File: src/fdd_settings.svh
`ifndef FDD_SETTINGS_SVH
`define FDD_SETTINGS_SVH

////////////////////////////////////////////////////////////////////////////
// Clocking

`define CLK_MASTER_FREQ		100_000_000					// Master clock in Hz

// Half of the 500us period, so two step ticks per period
`define TICK_250US_DIV		(`CLK_MASTER_FREQ / 4_000)
`define TICK_10US_DIV		(`CLK_MASTER_FREQ / 100_000)	// Index reference tick

////////////////////////////////////////////////////////////////////////////
// Host register map, low address byte only

`define REG_ADDR_LOW		8'h00		// SRAM address bits 7..0
`define REG_ADDR_HIGH		8'h01		// SRAM address bits 15..8
`define REG_ADDR_UPPER		8'h02		// SRAM address bits 18..16
`define REG_SRAM_DATA		8'h03		// SRAM data port
`define REG_DRIVE_CTL		8'h04		// Write only, ID bytes read back from here up
`define REG_STATUS1			8'h0E
`define REG_STATUS2			8'h0F
`define REG_SCRATCH			8'h30
`define REG_SCRATCH_INV		8'h31
`define REG_FIXED_55		8'h32
`define REG_FIXED_AA		8'h33
`define REG_INDEX_HI		8'h40		// Read latches the low byte
`define REG_INDEX_LO		8'h41
`define REG_STEP_RATE		8'hF0		// Step rate, 250us units minus one
`define REG_STEP_CMD		8'hFF		// Direction in MSB, step count below

`define MCO_TYPE			16'hDD55	// Microcode type
`define MCO_VERSION			16'h0028	// Microcode version

`define FIFO_DEPTH_LOG2		3			// Host write FIFO, 8 entries

`endif

File: src/fdd_pkg.sv
package fdd_pkg;

	// SRAM address, loaded bytewise by the host but counted as one word
	typedef union packed {
		logic [23:0] word;
		struct packed {
			logic [7:0] upper;		// Only bits 2..0 used
			logic [7:0] high;
			logic [7:0] low;
		} bytes;
	} sram_addr_u;

	// Head step command byte
	typedef union packed {
		logic [7:0] raw;
		struct packed {
			logic       dir;		// 1 = inward
			logic [6:0] count;		// Number of steps
		} cmd;
	} step_cmd_u;

	// Index period in 10us ticks
	typedef union packed {
		logic [15:0] count;
		struct packed {
			logic [7:0] hi;
			logic [7:0] lo;
		} bytes;
	} index_count_u;

endpackage

File: src/fdd_top.sv
`timescale 1ns/100ps

module fdd_top import fdd_pkg::*; (
	input  logic        CLK_MASTER,
	input  logic        arst_n,
	// MCU parallel bus
	input  logic [7:0]  mcu_pmd_in,
	output logic [7:0]  mcu_pmd_out,		// Enabled on the board while mcu_pmrd high
	input  logic        mcu_pmall,
	input  logic        mcu_pmwr,
	input  logic        mcu_pmrd,
	// SRAM
	output logic [18:0] sram_a,
	input  logic [7:0]  sram_dq_in,
	output logic [7:0]  sram_dq_out,		// Driven onto the bus while sram_oe_n high
	output logic        sram_we_n,
	output logic        sram_oe_n,
	// Floppy drive
	output logic        fd_dens_out,
	output logic        fd_inuse,
	output logic [3:0]  fd_drvsel,
	output logic        fd_moten,
	output logic        fd_sidesel,
	output logic        fd_dir,
	output logic        fd_step_n,
	input  logic        fd_index_in,
	input  logic        fd_track0_in,
	input  logic        fd_wrprot_in,
	input  logic        fd_rdy_in,
	input  logic        fd_dens_in
);

	logic         tick_250us, tick_10us;
	logic [2:0]   addr_load;					// {upper, high, low}
	logic         data_push, rd_done, index_hi_rd, step_cmd_wr;
	logic [7:0]   step_rate;
	logic         addr_empty, addr_full;
	logic         fifo_busy, incr;
	logic         is_stepping, track0_hit;
	logic         new_index;
	index_count_u index_count;
	logic [7:0]   index_lo;

	////////////////////////////////////////////////////////////////////////////
	// Timebase and host interface

	tick_gen u_tick_gen (
		.CLK_MASTER	(CLK_MASTER),
		.arst_n		(arst_n),
		.tick_250us	(tick_250us),
		.tick_10us	(tick_10us)
	);

	mcu_regs u_mcu_regs (
		.CLK_MASTER		(CLK_MASTER),
		.arst_n			(arst_n),
		.mcu_pmd_in		(mcu_pmd_in),
		.mcu_pmd_out	(mcu_pmd_out),
		.mcu_pmall		(mcu_pmall),
		.mcu_pmwr		(mcu_pmwr),
		.mcu_pmrd		(mcu_pmrd),
		.sram_a			(sram_a),
		.sram_dq_in		(sram_dq_in),
		.addr_empty		(addr_empty),
		.addr_full		(addr_full),
		.fifo_busy		(fifo_busy),
		.is_stepping	(is_stepping),
		.track0_hit		(track0_hit),
		.new_index		(new_index),
		.index_count	(index_count),
		.index_lo		(index_lo),
		.fd_index_in	(fd_index_in),
		.fd_track0_in	(fd_track0_in),
		.fd_wrprot_in	(fd_wrprot_in),
		.fd_rdy_in		(fd_rdy_in),
		.fd_dens_in		(fd_dens_in),
		.addr_load		(addr_load),
		.data_push		(data_push),
		.rd_done		(rd_done),
		.index_hi_rd	(index_hi_rd),
		.step_cmd_wr	(step_cmd_wr),
		.step_rate		(step_rate),
		.fd_dens_out	(fd_dens_out),
		.fd_inuse		(fd_inuse),
		.fd_drvsel		(fd_drvsel),
		.fd_moten		(fd_moten),
		.fd_sidesel		(fd_sidesel)
	);

	////////////////////////////////////////////////////////////////////////////
	// SRAM path

	sram_addr_counter u_addr_counter (
		.CLK_MASTER	(CLK_MASTER),
		.arst_n		(arst_n),
		.addr_load	(addr_load),
		.load_byte	(mcu_pmd_in),
		.addr_inc	(incr | rd_done),			// Step on after each write or read
		.sram_a		(sram_a),
		.addr_empty	(addr_empty),
		.addr_full	(addr_full)
	);

	sram_write_ctrl u_write_ctrl (
		.CLK_MASTER		(CLK_MASTER),
		.arst_n			(arst_n),
		.data_push		(data_push),
		.push_byte		(mcu_pmd_in),
		.sram_dq_out	(sram_dq_out),
		.sram_we_n		(sram_we_n),
		.sram_oe_n		(sram_oe_n),
		.incr			(incr),
		.fifo_busy		(fifo_busy)
	);

	////////////////////////////////////////////////////////////////////////////
	// Drive side

	index_meter u_index_meter (
		.CLK_MASTER		(CLK_MASTER),
		.arst_n			(arst_n),
		.fd_index_in	(fd_index_in),
		.tick_10us		(tick_10us),
		.index_hi_rd	(index_hi_rd),
		.index_count	(index_count),
		.index_lo		(index_lo),
		.new_index		(new_index)
	);

	step_ctrl u_step_ctrl (
		.CLK_MASTER		(CLK_MASTER),
		.arst_n			(arst_n),
		.tick_250us		(tick_250us),
		.step_rate		(step_rate),
		.step_cmd_wr	(step_cmd_wr),
		.cmd_byte		(mcu_pmd_in),
		.fd_track0_in	(fd_track0_in),
		.fd_step_n		(fd_step_n),
		.fd_dir			(fd_dir),
		.is_stepping	(is_stepping),
		.track0_hit		(track0_hit)
	);

endmodule

File: src/index_meter.sv
`timescale 1ns/100ps

module index_meter import fdd_pkg::*; (
	input  logic         CLK_MASTER,
	input  logic         arst_n,
	input  logic         fd_index_in,
	input  logic         tick_10us,
	input  logic         index_hi_rd,
	output index_count_u index_count,	// Last full period
	output logic [7:0]   index_lo,
	output logic         new_index
);

	logic [1:0]   idx_sync;			// Two-flop synchroniser
	logic         idx_prev;
	logic         idx_rise;
	index_count_u period_cnt;		// Running count of 10us ticks

	assign idx_rise = idx_sync[1] & ~idx_prev;

	always_ff @(posedge CLK_MASTER or negedge arst_n) begin
		if (!arst_n) begin
			idx_sync          <= '0;
			idx_prev          <= 1'b0;
			period_cnt.count  <= '0;
			index_count.count <= '0;
			new_index         <= 1'b0;
		end else begin
			idx_sync <= {idx_sync[0], fd_index_in};
			idx_prev <= idx_sync[1];
			if (idx_rise) begin
				index_count      <= period_cnt;		// Save and restart
				period_cnt.count <= '0;
			end else if (tick_10us) begin
				period_cnt.count <= period_cnt.count + 16'd1;
			end
			// High byte read clears, even with an edge in the same cycle
			if (index_hi_rd)
				new_index <= 1'b0;
			else if (idx_rise)
				new_index <= 1'b1;
		end
	end

	// Low byte held so a high-then-low read gives one measurement
	always_ff @(posedge CLK_MASTER) begin
		if (index_hi_rd)
			index_lo <= index_count.bytes.lo;
	end

endmodule

File: src/mcu_regs.sv
`timescale 1ns/100ps
`include "fdd_settings.svh"

module mcu_regs import fdd_pkg::*; (
	input  logic         CLK_MASTER,
	input  logic         arst_n,
	input  logic [7:0]   mcu_pmd_in,
	output logic [7:0]   mcu_pmd_out,
	input  logic         mcu_pmall,
	input  logic         mcu_pmwr,
	input  logic         mcu_pmrd,
	input  logic [18:0]  sram_a,
	input  logic [7:0]   sram_dq_in,
	input  logic         addr_empty,
	input  logic         addr_full,
	input  logic         fifo_busy,
	input  logic         is_stepping,
	input  logic         track0_hit,
	input  logic         new_index,
	input  index_count_u index_count,
	input  logic [7:0]   index_lo,
	input  logic         fd_index_in,
	input  logic         fd_track0_in,
	input  logic         fd_wrprot_in,
	input  logic         fd_rdy_in,
	input  logic         fd_dens_in,
	output logic [2:0]   addr_load,		// {upper, high, low}
	output logic         data_push,
	output logic         rd_done,
	output logic         index_hi_rd,
	output logic         step_cmd_wr,
	output logic [7:0]   step_rate,
	output logic         fd_dens_out,
	output logic         fd_inuse,
	output logic [3:0]   fd_drvsel,
	output logic         fd_moten,
	output logic         fd_sidesel
);

	localparam logic [15:0] mco_type = `MCO_TYPE;
	localparam logic [15:0] mco_ver  = `MCO_VERSION;

	logic [7:0] addr_q;				// Latched register address
	logic [1:0] wr_s, rd_s;			// Strobe history
	logic       wr_pulse, rd_pulse;
	logic [7:0] drive_ctl, scratch;
	logic [7:0] sram_lat;			// SRAM data held for read-back
	sram_addr_u addr_view;

	assign addr_view.word = {5'd0, sram_a};

	////////////////////////////////////////////////////////////////////////////
	// Address latch and strobe edges

	always_ff @(posedge CLK_MASTER or negedge arst_n) begin
		if (!arst_n) begin
			addr_q   <= '0;
			wr_s     <= '0;
			rd_s     <= '0;
			wr_pulse <= 1'b0;
			rd_pulse <= 1'b0;
			rd_done  <= 1'b0;
		end else begin
			if (mcu_pmall)
				addr_q <= mcu_pmd_in;
			wr_s     <= {wr_s[0], mcu_pmwr};
			rd_s     <= {rd_s[0], mcu_pmrd};
			wr_pulse <= wr_s[0] & ~wr_s[1];		// Rising edges
			rd_pulse <= rd_s[0] & ~rd_s[1];
			// Falling read strobe on the data port steps the address
			rd_done  <= rd_s[1] & ~rd_s[0] & (addr_q == `REG_SRAM_DATA);
		end
	end

	// Write pulses to the other blocks
	assign addr_load[0] = wr_pulse && (addr_q == `REG_ADDR_LOW);
	assign addr_load[1] = wr_pulse && (addr_q == `REG_ADDR_HIGH);
	assign addr_load[2] = wr_pulse && (addr_q == `REG_ADDR_UPPER);
	assign data_push    = wr_pulse && (addr_q == `REG_SRAM_DATA);
	assign step_cmd_wr  = wr_pulse && (addr_q == `REG_STEP_CMD);
	assign index_hi_rd  = rd_pulse && (addr_q == `REG_INDEX_HI);

	////////////////////////////////////////////////////////////////////////////
	// Local registers

	always_ff @(posedge CLK_MASTER or negedge arst_n) begin
		if (!arst_n) begin
			drive_ctl <= '0;
			scratch   <= '0;
			step_rate <= '0;
		end else if (wr_pulse) begin
			case (addr_q)
				`REG_DRIVE_CTL: drive_ctl <= mcu_pmd_in;
				`REG_SCRATCH:   scratch   <= mcu_pmd_in;
				`REG_STEP_RATE: step_rate <= mcu_pmd_in;
				default: ;
			endcase
		end
	end

	// Track SRAM output, freeze while the read is taken
	always_ff @(posedge CLK_MASTER) begin
		if (!rd_pulse)
			sram_lat <= sram_dq_in;
	end

	// Drive outputs are active low
	assign fd_dens_out = ~drive_ctl[0];
	assign fd_inuse    = ~drive_ctl[1];
	assign fd_drvsel   = ~drive_ctl[5:2];
	assign fd_moten    = ~drive_ctl[6];
	assign fd_sidesel  = ~drive_ctl[7];

	////////////////////////////////////////////////////////////////////////////
	// Read-back mux

	always_comb begin
		case (addr_q)
			`REG_ADDR_LOW:           mcu_pmd_out = addr_view.bytes.low;
			`REG_ADDR_HIGH:          mcu_pmd_out = addr_view.bytes.high;
			`REG_ADDR_UPPER:         mcu_pmd_out = addr_view.bytes.upper;
			`REG_SRAM_DATA:          mcu_pmd_out = sram_lat;
			`REG_DRIVE_CTL:          mcu_pmd_out = mco_type[7:0];	// ID bytes
			`REG_DRIVE_CTL + 8'd1:   mcu_pmd_out = mco_type[15:8];
			`REG_DRIVE_CTL + 8'd2:   mcu_pmd_out = mco_ver[7:0];
			`REG_DRIVE_CTL + 8'd3:   mcu_pmd_out = mco_ver[15:8];
			`REG_STATUS1:            mcu_pmd_out = {3'b000, track0_hit, new_index,
				2'b00, fifo_busy};
			`REG_STATUS2:            mcu_pmd_out = {fd_index_in, fd_track0_in, fd_wrprot_in,
				fd_rdy_in, fd_dens_in, is_stepping, addr_empty, addr_full};
			`REG_SCRATCH:            mcu_pmd_out = scratch;
			`REG_SCRATCH_INV:        mcu_pmd_out = ~scratch;
			`REG_FIXED_55:           mcu_pmd_out = 8'h55;
			`REG_FIXED_AA:           mcu_pmd_out = 8'hAA;
			`REG_INDEX_HI:           mcu_pmd_out = index_count.bytes.hi;
			`REG_INDEX_LO:           mcu_pmd_out = index_lo;		// Latched by the high read
			default:                 mcu_pmd_out = 8'h00;
		endcase
	end

endmodule

File: src/sram_addr_counter.sv
`timescale 1ns/100ps

module sram_addr_counter import fdd_pkg::*; (
	input  logic        CLK_MASTER,
	input  logic        arst_n,
	input  logic [2:0]  addr_load,		// {upper, high, low}
	input  logic [7:0]  load_byte,
	input  logic        addr_inc,
	output logic [18:0] sram_a,
	output logic        addr_empty,
	output logic        addr_full
);

	sram_addr_u addr_q;

	always_ff @(posedge CLK_MASTER or negedge arst_n) begin
		if (!arst_n) begin
			addr_q.word <= '0;
		end else if (|addr_load) begin
			// Host load wins over increment
			if (addr_load[0])
				addr_q.bytes.low <= load_byte;
			if (addr_load[1])
				addr_q.bytes.high <= load_byte;
			if (addr_load[2])
				addr_q.bytes.upper <= {5'd0, load_byte[2:0]};	// 19-bit address
		end else if (addr_inc) begin
			addr_q.word <= {5'd0, addr_q.word[18:0] + 19'd1};	// Wraps at 512K
		end
	end

	assign sram_a     = addr_q.word[18:0];
	assign addr_empty = (addr_q.word[18:0] == '0);
	assign addr_full  = &addr_q.word[18:0];		// Last location

endmodule

File: src/sram_write_ctrl.sv
`timescale 1ns/100ps
`include "fdd_settings.svh"

module sram_write_ctrl (
	input  logic       CLK_MASTER,
	input  logic       arst_n,
	input  logic       data_push,
	input  logic [7:0] push_byte,
	output logic [7:0] sram_dq_out,
	output logic       sram_we_n,
	output logic       sram_oe_n,
	output logic       incr,			// Address step request
	output logic       fifo_busy
);

	localparam int depth = 1 << `FIFO_DEPTH_LOG2;

	localparam logic [2:0] s_idle   = 3'd0;		// Waiting for data
	localparam logic [2:0] s_oe_off = 3'd1;		// SRAM outputs off, FIFO pops
	localparam logic [2:0] s_write  = 3'd2;		// WE low
	localparam logic [2:0] s_wr_end = 3'd3;
	localparam logic [2:0] s_incr   = 3'd4;

	logic [7:0]                  fifo_mem [depth];
	logic [`FIFO_DEPTH_LOG2-1:0] wr_ptr, rd_ptr;
	logic [`FIFO_DEPTH_LOG2:0]   fill;
	logic                        fifo_empty, fifo_full, push_ok, pop;
	logic [2:0]                  state, nxt;

	assign fifo_empty = (fill == '0);
	assign fifo_full  = fill[`FIFO_DEPTH_LOG2];		// Only set at full depth
	assign push_ok    = data_push && !fifo_full;		// Push when full is lost
	assign pop        = (state == s_oe_off);
	assign fifo_busy  = !fifo_empty || (state != s_idle);

	always_comb begin
		case (state)
			s_idle:   nxt = fifo_empty ? s_idle : s_oe_off;
			s_oe_off: nxt = s_write;
			s_write:  nxt = s_wr_end;
			s_wr_end: nxt = s_incr;
			default:  nxt = s_idle;
		endcase
	end

	// FIFO storage and output byte
	always_ff @(posedge CLK_MASTER) begin
		if (push_ok)
			fifo_mem[wr_ptr] <= push_byte;
		if (pop)
			sram_dq_out <= fifo_mem[rd_ptr];		// Stable through write and write-end
	end

	always_ff @(posedge CLK_MASTER or negedge arst_n) begin
		if (!arst_n) begin
			wr_ptr    <= '0;
			rd_ptr    <= '0;
			fill      <= '0;
			state     <= s_idle;
			sram_we_n <= 1'b1;
			sram_oe_n <= 1'b0;
			incr      <= 1'b0;
		end else begin
			if (push_ok)
				wr_ptr <= wr_ptr + 1'b1;
			if (pop)
				rd_ptr <= rd_ptr + 1'b1;
			case ({push_ok, pop})
				2'b10:   fill <= fill + 1'b1;
				2'b01:   fill <= fill - 1'b1;
				default: ;
			endcase
			state     <= nxt;
			// Strobes follow the state they belong to
			sram_we_n <= (nxt != s_write);
			sram_oe_n <= (nxt != s_idle);
			incr      <= (nxt == s_incr);
		end
	end

endmodule

File: src/step_ctrl.sv
`timescale 1ns/100ps

module step_ctrl import fdd_pkg::*; (
	input  logic       CLK_MASTER,
	input  logic       arst_n,
	input  logic       tick_250us,
	input  logic [7:0] step_rate,
	input  logic       step_cmd_wr,
	input  logic [7:0] cmd_byte,
	input  logic       fd_track0_in,
	output logic       fd_step_n,
	output logic       fd_dir,
	output logic       is_stepping,
	output logic       track0_hit		// Seek stopped at track 0
);

	step_cmd_u  cmd;
	logic [7:0] rate_cnt;
	logic       step_clk;			// Divided step clock
	logic       clk_flip;			// Step clock toggles this cycle
	logic [6:0] steps_left;
	logic [1:0] trk0_sync;

	assign cmd.raw     = cmd_byte;
	assign clk_flip    = tick_250us && (rate_cnt == step_rate);
	assign is_stepping = (steps_left != 7'd0) || !fd_step_n;	// Includes last pulse

	////////////////////////////////////////////////////////////////////////////
	// Step rate divider, toggles every step_rate + 1 ticks

	always_ff @(posedge CLK_MASTER or negedge arst_n) begin
		if (!arst_n) begin
			rate_cnt  <= '0;
			step_clk  <= 1'b0;
			trk0_sync <= '0;
		end else begin
			trk0_sync <= {trk0_sync[0], fd_track0_in};
			if (clk_flip) begin
				rate_cnt <= '0;
				step_clk <= ~step_clk;
			end else if (tick_250us) begin
				rate_cnt <= rate_cnt + 8'd1;
			end
		end
	end

	////////////////////////////////////////////////////////////////////////////
	// Stepping FSM, one pulse per rising step clock

	always_ff @(posedge CLK_MASTER or negedge arst_n) begin
		if (!arst_n) begin
			fd_step_n  <= 1'b1;
			fd_dir     <= 1'b0;
			steps_left <= '0;
			track0_hit <= 1'b0;
		end else if (step_cmd_wr) begin
			fd_dir     <= cmd.cmd.dir;
			steps_left <= cmd.cmd.count;
			track0_hit <= 1'b0;				// New seek clears the flag
		end else if (clk_flip && step_clk) begin
			fd_step_n  <= 1'b1;				// Falling toggle ends the pulse
		end else if (clk_flip && steps_left != 7'd0) begin
			if (!fd_dir && trk0_sync[1]) begin
				track0_hit <= 1'b1;			// Outward at track 0, abandon the rest
				steps_left <= '0;
			end else begin
				fd_step_n  <= 1'b0;
				steps_left <= steps_left - 7'd1;
			end
		end
	end

endmodule

File: src/tick_gen.sv
`timescale 1ns/100ps
`include "fdd_settings.svh"

module tick_gen (
	input  logic CLK_MASTER,
	input  logic arst_n,
	output logic tick_250us,		// Two pulses per 500us period
	output logic tick_10us			// Index reference
);

	localparam logic [15:0] half_last = 16'(`TICK_250US_DIV - 1);
	localparam logic [15:0] full_last = 16'(2 * `TICK_250US_DIV - 1);
	localparam logic [15:0] ref_last  = 16'(`TICK_10US_DIV - 1);

	logic [15:0] step_cnt;			// Counts over 500us
	logic [15:0] ref_cnt;			// Counts over 10us

	// 500us counter, extra pulse at mid-count
	always_ff @(posedge CLK_MASTER or negedge arst_n) begin
		if (!arst_n) begin
			step_cnt   <= '0;
			tick_250us <= 1'b0;
		end else begin
			step_cnt   <= (step_cnt == full_last) ? 16'd0 : step_cnt + 16'd1;
			tick_250us <= (step_cnt == full_last) || (step_cnt == half_last);
		end
	end

	always_ff @(posedge CLK_MASTER or negedge arst_n) begin
		if (!arst_n) begin
			ref_cnt   <= '0;
			tick_10us <= 1'b0;
		end else begin
			ref_cnt   <= (ref_cnt == ref_last) ? 16'd0 : ref_cnt + 16'd1;
			tick_10us <= (ref_cnt == ref_last);		// One cycle at wrap
		end
	end

endmodule

File: config.mk
export PLATFORM = sky130hd
export DESIGN_NAME = fdd_top
export DESIGN_NICKNAME = d
export VERILOG_FILES = /design/src/fdd_pkg.sv /design/src/fdd_top.sv /design/src/index_meter.sv /design/src/mcu_regs.sv /design/src/sram_addr_counter.sv /design/src/sram_write_ctrl.sv /design/src/step_ctrl.sv /design/src/tick_gen.sv
export VERILOG_INCLUDE_DIRS = /design/src /design/src/src
export SDC_FILE = /design/constraint.sdc
export NUM_CORES = 1
export LEC_CHECK = 0
export BUFFER_PORTS_ARGS = -buffer_cell sky130_fd_sc_hd__buf_2
export CAP_MARGIN = 20
export CORE_ASPECT_RATIO = 2
export CORE_UTILIZATION = 62
export CTS_BUF_LIST = sky130_fd_sc_hd__clkbuf_2 sky130_fd_sc_hd__clkbuf_4 sky130_fd_sc_hd__clkbuf_8
export DETAILED_ROUTE_END_ITERATION = 12
export PLACE_DENSITY = 0.81
export SLEW_MARGIN = 10
export SYNTH_ARGS = -nofsm -noshare
export SYNTH_HDL_FRONTEND = slang
export SYNTH_SLANG_ARGS = --single-unit
File: constraint.sdc
create_clock -name CLK_MASTER -period 5.9 [get_ports CLK_MASTER]
set_clock_uncertainty 0.1 [all_clocks]
set_input_delay 0.885 -clock CLK_MASTER [delete_from_list [all_inputs] [get_ports CLK_MASTER]]
set_output_delay 0.885 -clock CLK_MASTER [all_outputs]
set_load 0.02 [all_outputs]
==> results.cfg, run 1 <==
[setup_path]
crit_path_end_kind = output port
startpoint_type = flop
rr_startpoint = u_mcu_regs.addr_q[3]$_DFFE_PN0P_
worst_path_buf_inv = 1
cp-startpoint = u_mcu_regs.addr_q[3]$_DFFE_PN0P_
stages_on_the_worst_setup_path = 6
r2r_cells = 11
critical-path-top-delay-family = simple AND/OR/NAND/NOR gates
crit_path_cell_trace = or2_1 > or4_1 > or3_1 > o21ai_0 > a221o_1 > buf_2
worstPathArrival_ns = 2.86
cp_slowest_cell = or4_1
max_stage_delay_ns = 0.66
cp_data_required_time_ns = 4.91
critical_path.max_fanout = 12
crit_type = reg -> out

[yosys]
yosysWarningCount = 0
synth_edf_count = 88
synthesis.instances = 956
yosys_most_used_dff = dfrtp_1
asyncSetResetFlopFracSynth_pct = 65.22
syn_area_per_cell_sq_um = 12.22
area_leader_netlist = dfrtp_1
synth_area_leaders = dfrtp_1 35%, edfxtp_1 23%, mux2_2 5.9%
synth.yosys.seq_area_share_pct = 57.97
synth_cell_types = 81
mappedNetlistArea_sq_um = 11690
total_nets_after_synthesis = 995
post-synth-top-area-fraction_pct = 34.90
ys_seq_elements = 253

[place]
portBuffers = 72
gp_congestion = 0.8996
dp_hpwl_mm = 18.78
place_inst = 1213

[clock_network]
cts.htree.levels = 2
clkSlewWorstSetupHoldPaths_ns = 0.08
tritoncts = built
clkLatencyLatePin_ns = 0.53
postCtsSetupRepairBufs = 0
cts.path.max_buffers = 3
cts_resized = 0
cts-buffers-inserted = 35
clk_root_buffer_cell = clkbuf_8
holdBufCountCts = 0
cts_num_sinks = 253

[power]
cellInternalPower_mw = 3.137
power.share.combinational_pct = 19.2
pwr-share-seq_pct = 48.7
leakagePower_nw = 5.365
clock_power_share_pct = 32.1
power.switching_mw = 1.303
vdd_drop_max_uv = 239.0
power_switching_share_pct = 29.36
power_per_cell_area_nw_per_um2 = 341.6

[routing]
avgViaCountPerCell = 6.338
vias = 8106
routed_wire_length_per_instance_um = 21.07
detail_route.iter0.violations = 494
drt.antenna.violating_nets = 0
total_length_of_routed_met3_wires_mm = 1.310
routedLengthMet1_mm = 9.718
detail_route.first_pass.iterations = 5
highest-signal-layer = met4
met2WireLength_mm = 14.47
post-route-drc-count = 0
drt-total-wl_mm = 26.95

[floorplanning]
top_level_ports = 73
rows = 70
floorplan.initialDensity_pct = 63.54
fp.dieH_um = 196.2
dieArea_sq_um = 19440
design.core.area_sq_um = 18390
fp.dieW_um = 99.08

[timing]
rsz0062_at_grt = false
final.min_clock_period_ns = 3.846
fin_crit_sh_pct = 65.18
fin_tns_setup_ns = 0
timing.final.hold_violations = 0
max_freq_ghz = 0.2600
report.final.setup_viol = 0
slew_violations = 0
slew_headroom_pct = 29.03
worst-slew-pin-transition_ns = 1.055

[grt]
grt_pass1_wl_mm = 43.23
antenna_found_initial = 0
global_route.usage.total_pct = 29.09
first_global_vias = 8411
largest_net_degree_at_the_start_of_global_routing = 74
grt.overflow.total = 0

[run]
cap_violations = 0

[layout]
final_cells = 1279
areaGrowthSynthToFinish_pct = 11.22
layout-drive-gt1-share_pct = 23.71
antennaDiodeCount = 0
fin_nets = 1077

[status]
status = completed

[hold_path]
min_path_type = in -> async
-- worst register-to-register path: cells and delay by family (launching register included) --
kind                       cells  cell delay (ns)
buffers and inverters          1             0.12
adders and majority gates      2             0.47
AOI/OAI and AO/OA              1             0.15
and+or+nand+nor                4             1.23
xor gates and xnor gates       3             0.49
DFF                            1             0.52
-- cell usage in the layout (no fill, tap or decap), drive strengths merged, types with 8 or more instances in the layout --
master and instances:
mux4 17, buf 81, inv 29, clkinv 10
or4 8, nor3 22, nor4 10, a31oi 11
mux2i 9, or3 10, and3 19, dfrtp 163
nor2 87, clkbuf 50, mux2 61, xnor2 29
o21ai 28, ha 13, xor2 34, nand2 65
edfxtp 88, nand3 47, nand4 18, o22a 8
nor2b 9, a21oi 40
-- state kept, by name, summed over array words and instances, names as in the netlist, 16 cells and up --
| name | flops |
|---|---|
| u_tick_gen.step_cnt | 16 |
| u_tick_gen.ref_cnt | 16 |
| u_addr_counter.addr_q | 19 |
| u_index_meter.period_cnt | 16 |
| u_index_meter.index_count | 16 |
| u_write_ctrl.fifo_mem | 64 |
-- stage by stage --
stage	hold slack (ns)	cell area (sq um)	util [%]	worst slack [ns]	total power, mW
final	0.1440	13000	70.67	2.054	4.440
after global placement	0.2466	12210	66.38	2.450	3.002
after CTS	0.1404	12950	70.42	1.849	4.444
after floorplan	0.2312	11690	-	2.917	2.757
after detailed placement	0.2457	12210	66.38	2.429	3.029
after global routing	0.1470	13000	70.67	1.953	4.622
-- Yosys cell counts (all sizes together), types with 4 or more instances --
library cell  number
nor3              22
nand3             47
a31oi             11
a22oi              6
or4                8
a32oi              4
o22ai              6
inv               29
nor2              87
clkbuf            19
nor4              10
or3               10
dfrtp            163
a2bb2oi            5
and3              19
mux4              17
mux2i              9
mux2              61
xnor2             29
a21oi             40
o21ai             28
o211ai             4
buf               19
o22a               8
nor2b              9
nand2             65
xor2              34
nand4             18
ha                13
a21o               4
and4               5
nand2b             6
edfxtp            88
-- cell families after synthesis --
group                      after synthesis  share of synthesized area, %
AOI/OAI and AO/OA                      150                         8.780
muxes                                   87                         9.925
and+or+nand+nor                        323                         14.74
xor gates and xnor gates                63                         4.722
DFF                                    253                         57.97
adders and majority gates               13                         1.392
buffers and inverters                   67                         2.473
-- per-layer routing --
| metal | up-vias | global-route usage, % |
|---|---|---|
| met1 | 4026 | 31.84 |
| li1 | 3689 | - |
| met3 | 93 | 3.883 |
| met5 | - | 0 |
| met4 | 0 | 16.61 |
| met2 | 298 | 53.33 |
-- area by class of cell --
class                           instances  area (sq um)
Clock inverter                         14         126.4
Fill cell                            1336          5395
Inverter                               29         108.9
Timing Repair Buffer                   83         464.2
Clock buffer                           48         616.8
Tap cell                              216         270.3
Sequential cell                       253          6774
Multi-Input combinational cell        636          4637
-- worst paths after layout --
path / slack (ns) / end
hold reg to reg: 0.26 / u_step_ctrl.trk0_sync[1]$_DFF_PN0_
hold / removal: 0.14 / u_write_ctrl.rd_ptr[2]$_DFFE_PN0P_
setup / recovery: 2.05 / mcu_pmd_out[1]
min in group CLK_MASTER: 0.26 / u_step_ctrl.trk0_sync[1]$_DFF_PN0_
max in group asynchronous: 4.31 / u_mcu_regs.step_rate[2]$_DFFE_PN0P_
setup reg to reg: 2.69 / u_write_ctrl.fill[2]$_DFFE_PN0P_
-- power by group through the flow --
stage	sequential, mW	clock, mW	combinational, mW
after detailed placement	2.22	0	0.810
final	2.16	1.42	0.854
after global routing	2.18	1.51	0.931
after CTS	2.18	1.45	0.812
after global placement	2.21	0	0.789
after floorplan	2.16	0	0.599
No activity file was read; power rests on OpenSTA's default activity.
==> run 2: changes to the inputs <==
- clock period: 5.9 -> 3.6 ns (I/O delays scaled with it)
==> results.cfg, run 2 (synthesis results as in run 1) <==
[clock_network]
cts-buffers-inserted = 36
clkLatencyLatePin_ns = 0.53
postCtsSetupRepairBufs = 0
clkSlewWorstSetupHoldPaths_ns = 0.08
clk_root_buffer_cell = clkbuf_8
cts.path.max_buffers = 3
cts_num_sinks = 253
cts.htree.levels = 2
tritoncts = built

[layout]
layout.cells.most_common_list = 163 x dfrtp_1, 88 x edfxtp_1, 83 x nor2_1
fin_nets = 1086
stdcell_area_sq_um = 13100
largest_register = u_write_ctrl.fifo_mem
areaGrowthSynthToFinish_pct = 12.12
antennaDiodeCount = 0
reg.largest.list = u_write_ctrl.fifo_mem: 64 flops, u_addr_counter.addr_q: 19 flops
largest_reg_flops = 64
layout-drive-gt1-share_pct = 24.37
final_common_cell = dfrtp_1

[power]
power.share.combinational_pct = 19.0
power.switching_mw = 2.160
clock_power_share_pct = 32.8
post-layout-total-power_mw = 7.352
power_per_cell_area_nw_per_um2 = 561.1
vdd_drop_max_uv = 407.3
leakagePower_nw = 5.418
power_switching_share_pct = 29.38
pwr-share-seq_pct = 48.2
cellInternalPower_mw = 5.192

[hold_path]
min_path_type = in -> reg
worst_hold_launch = fd_track0_in

[timing]
slew_headroom_pct = 33.49
max_freq_ghz = 0.2854
final.min_clock_period_ns = 3.504
report.final.setup_viol = 0
finalHoldWorstSlack_ns = 0.07291
timing.final.hold_violations = 0
fin_tns_setup_ns = 0
worst-slew-pin-transition_ns = 0.9886
rsz0062_at_grt = false
fin_crit_sh_pct = 97.32
slew_violations = 0

[floorplanning]
top_level_ports = 73
fp.dieH_um = 196.2
floorplan.initialDensity_pct = 63.54
rows = 70
fp.dieW_um = 99.08
design.core.area_sq_um = 18390
dieArea_sq_um = 19440

[routing]
routedLengthMet1_mm = 9.793
routed_wire_length_per_instance_um = 20.40
vias = 8049
detail_route.first_pass.iterations = 5
met2WireLength_mm = 13.99
drt-total-wl_mm = 26.33
avgViaCountPerCell = 6.235
highest-signal-layer = met4
post-route-drc-count = 0
total_length_of_routed_met3_wires_mm = 1.159
drt.antenna.violating_nets = 0
detail_route.iter0.violations = 414

[setup_path]
cp_slowest_cell = or4_1
max_stage_delay_ns = 0.66
startpoint_type = flop
critical_path.max_fanout = 12
cp-startpoint = u_mcu_regs.addr_q[3]$_DFFE_PN0P_
rr_startpoint = u_mcu_regs.addr_q[3]$_DFFE_PN0P_
regToRegSetupSlack_ns = 0.39
cp_data_required_time_ns = 2.96
crit_path_end_kind = output port
crit_type = reg -> out
worstPathArrival_ns = 2.86
crit_path_cell_trace = or2_1 > or4_1 > or3_1 > o21ai_0 > a221o_1 > buf_2

[run]
cap_violations = 0

[grt]
grt.overflow.total = 0
antenna_found_initial = 0
grt_pass1_wl_mm = 42.32
largest_net_degree_at_the_start_of_global_routing = 103
first_global_vias = 8258
global_route.usage.total_pct = 28.45

[place]
placed_cell_area_sq_um = 12290
dp_hpwl_mm = 18.22
gp_congestion = 0.9438
portBuffers = 72

[status]
status = completed
-- run 2: cell count changes in the layout (fill, tap and decap cells not counted), sizes merged --
cell         previous run  this run
dlygate4sd3             0         3
bufinv                  2         3
clkbuf                 50        45
buf                    81        88
clkinv                 10        14
clkinvlp                2         4
-- run 2: worst paths after layout --
check,end,cells after the start
worst max-delay path,mcu_pmd_out[1],6
worst min-delay path,u_step_ctrl.trk0_sync[0]$_DFF_PN0_,1
worst max register to register,u_write_ctrl.fill[2]$_DFFE_PN0P_,11
worst min register to register,u_step_ctrl.trk0_sync[1]$_DFF_PN0_,0
max in group asynchronous,u_index_meter.period_cnt[13]$_DFFE_PN0P_,3
min in group asynchronous,u_write_ctrl.rd_ptr[2]$_DFFE_PN0P_,2
-- run 2: power by group through the flow --
stage / Combinational (mW) / Clock (mW) / Sequential, mW
2_1_floorplan: 0.981 / 0 / 3.54
3_3_place_gp: 1.38 / 0 / 3.59
3_5_place_dp: 1.40 / 0 / 3.59
4_1_cts: 1.41 / 2.46 / 3.54
5_1_grt: 1.52 / 2.58 / 3.57
6_report: 1.40 / 2.41 / 3.54
-- run 2: layout make-up --
cell class                 instances  area (sq um)
fill                            1290          5290
tap                              216         270.3
inverter                          29         108.9
clock inverter                    21         188.9
multi-input combinational        636          4637
timing repair buffer              91         529.3
clock buffer                      45         594.3
sequential                       253          6774
-- run 2: metal layers --
metal	track usage, %	vias to the layer above
met2	50.66	294
met3	3.563	78
li1	-	3716
met5	0	-
met1	32.33	3961
met4	17.16	0
-- run 2: per-stage QoR --
step | setup WS [ns] | util, % | cells
2_1_floorplan | 0.7680 | - | 956
3_3_place_gp | 0.4773 | 66.82 | 1222
3_5_place_dp | 0.4448 | 66.82 | 1222
4_1_cts | 0.1218 | 71.24 | 1291
5_1_grt | 0.02455 | 71.24 | 1291
6_report | 0.09631 | 71.24 | 1291
-- run 2: worst max-delay path: cells and delay by family (launching register included) --
kind,cells,cell delay (ns)
AOI/OAI and AO/OA,2,0.27
buffers and inverters,1,0.17
DFF,1,0.52
and+or+nand+nor,3,1.37
-- run 2: what timing repair did --
item                      CTS  global route
hold endpoints to repair   27             0
gates resized for setup     0             0
hold buffers                3             0
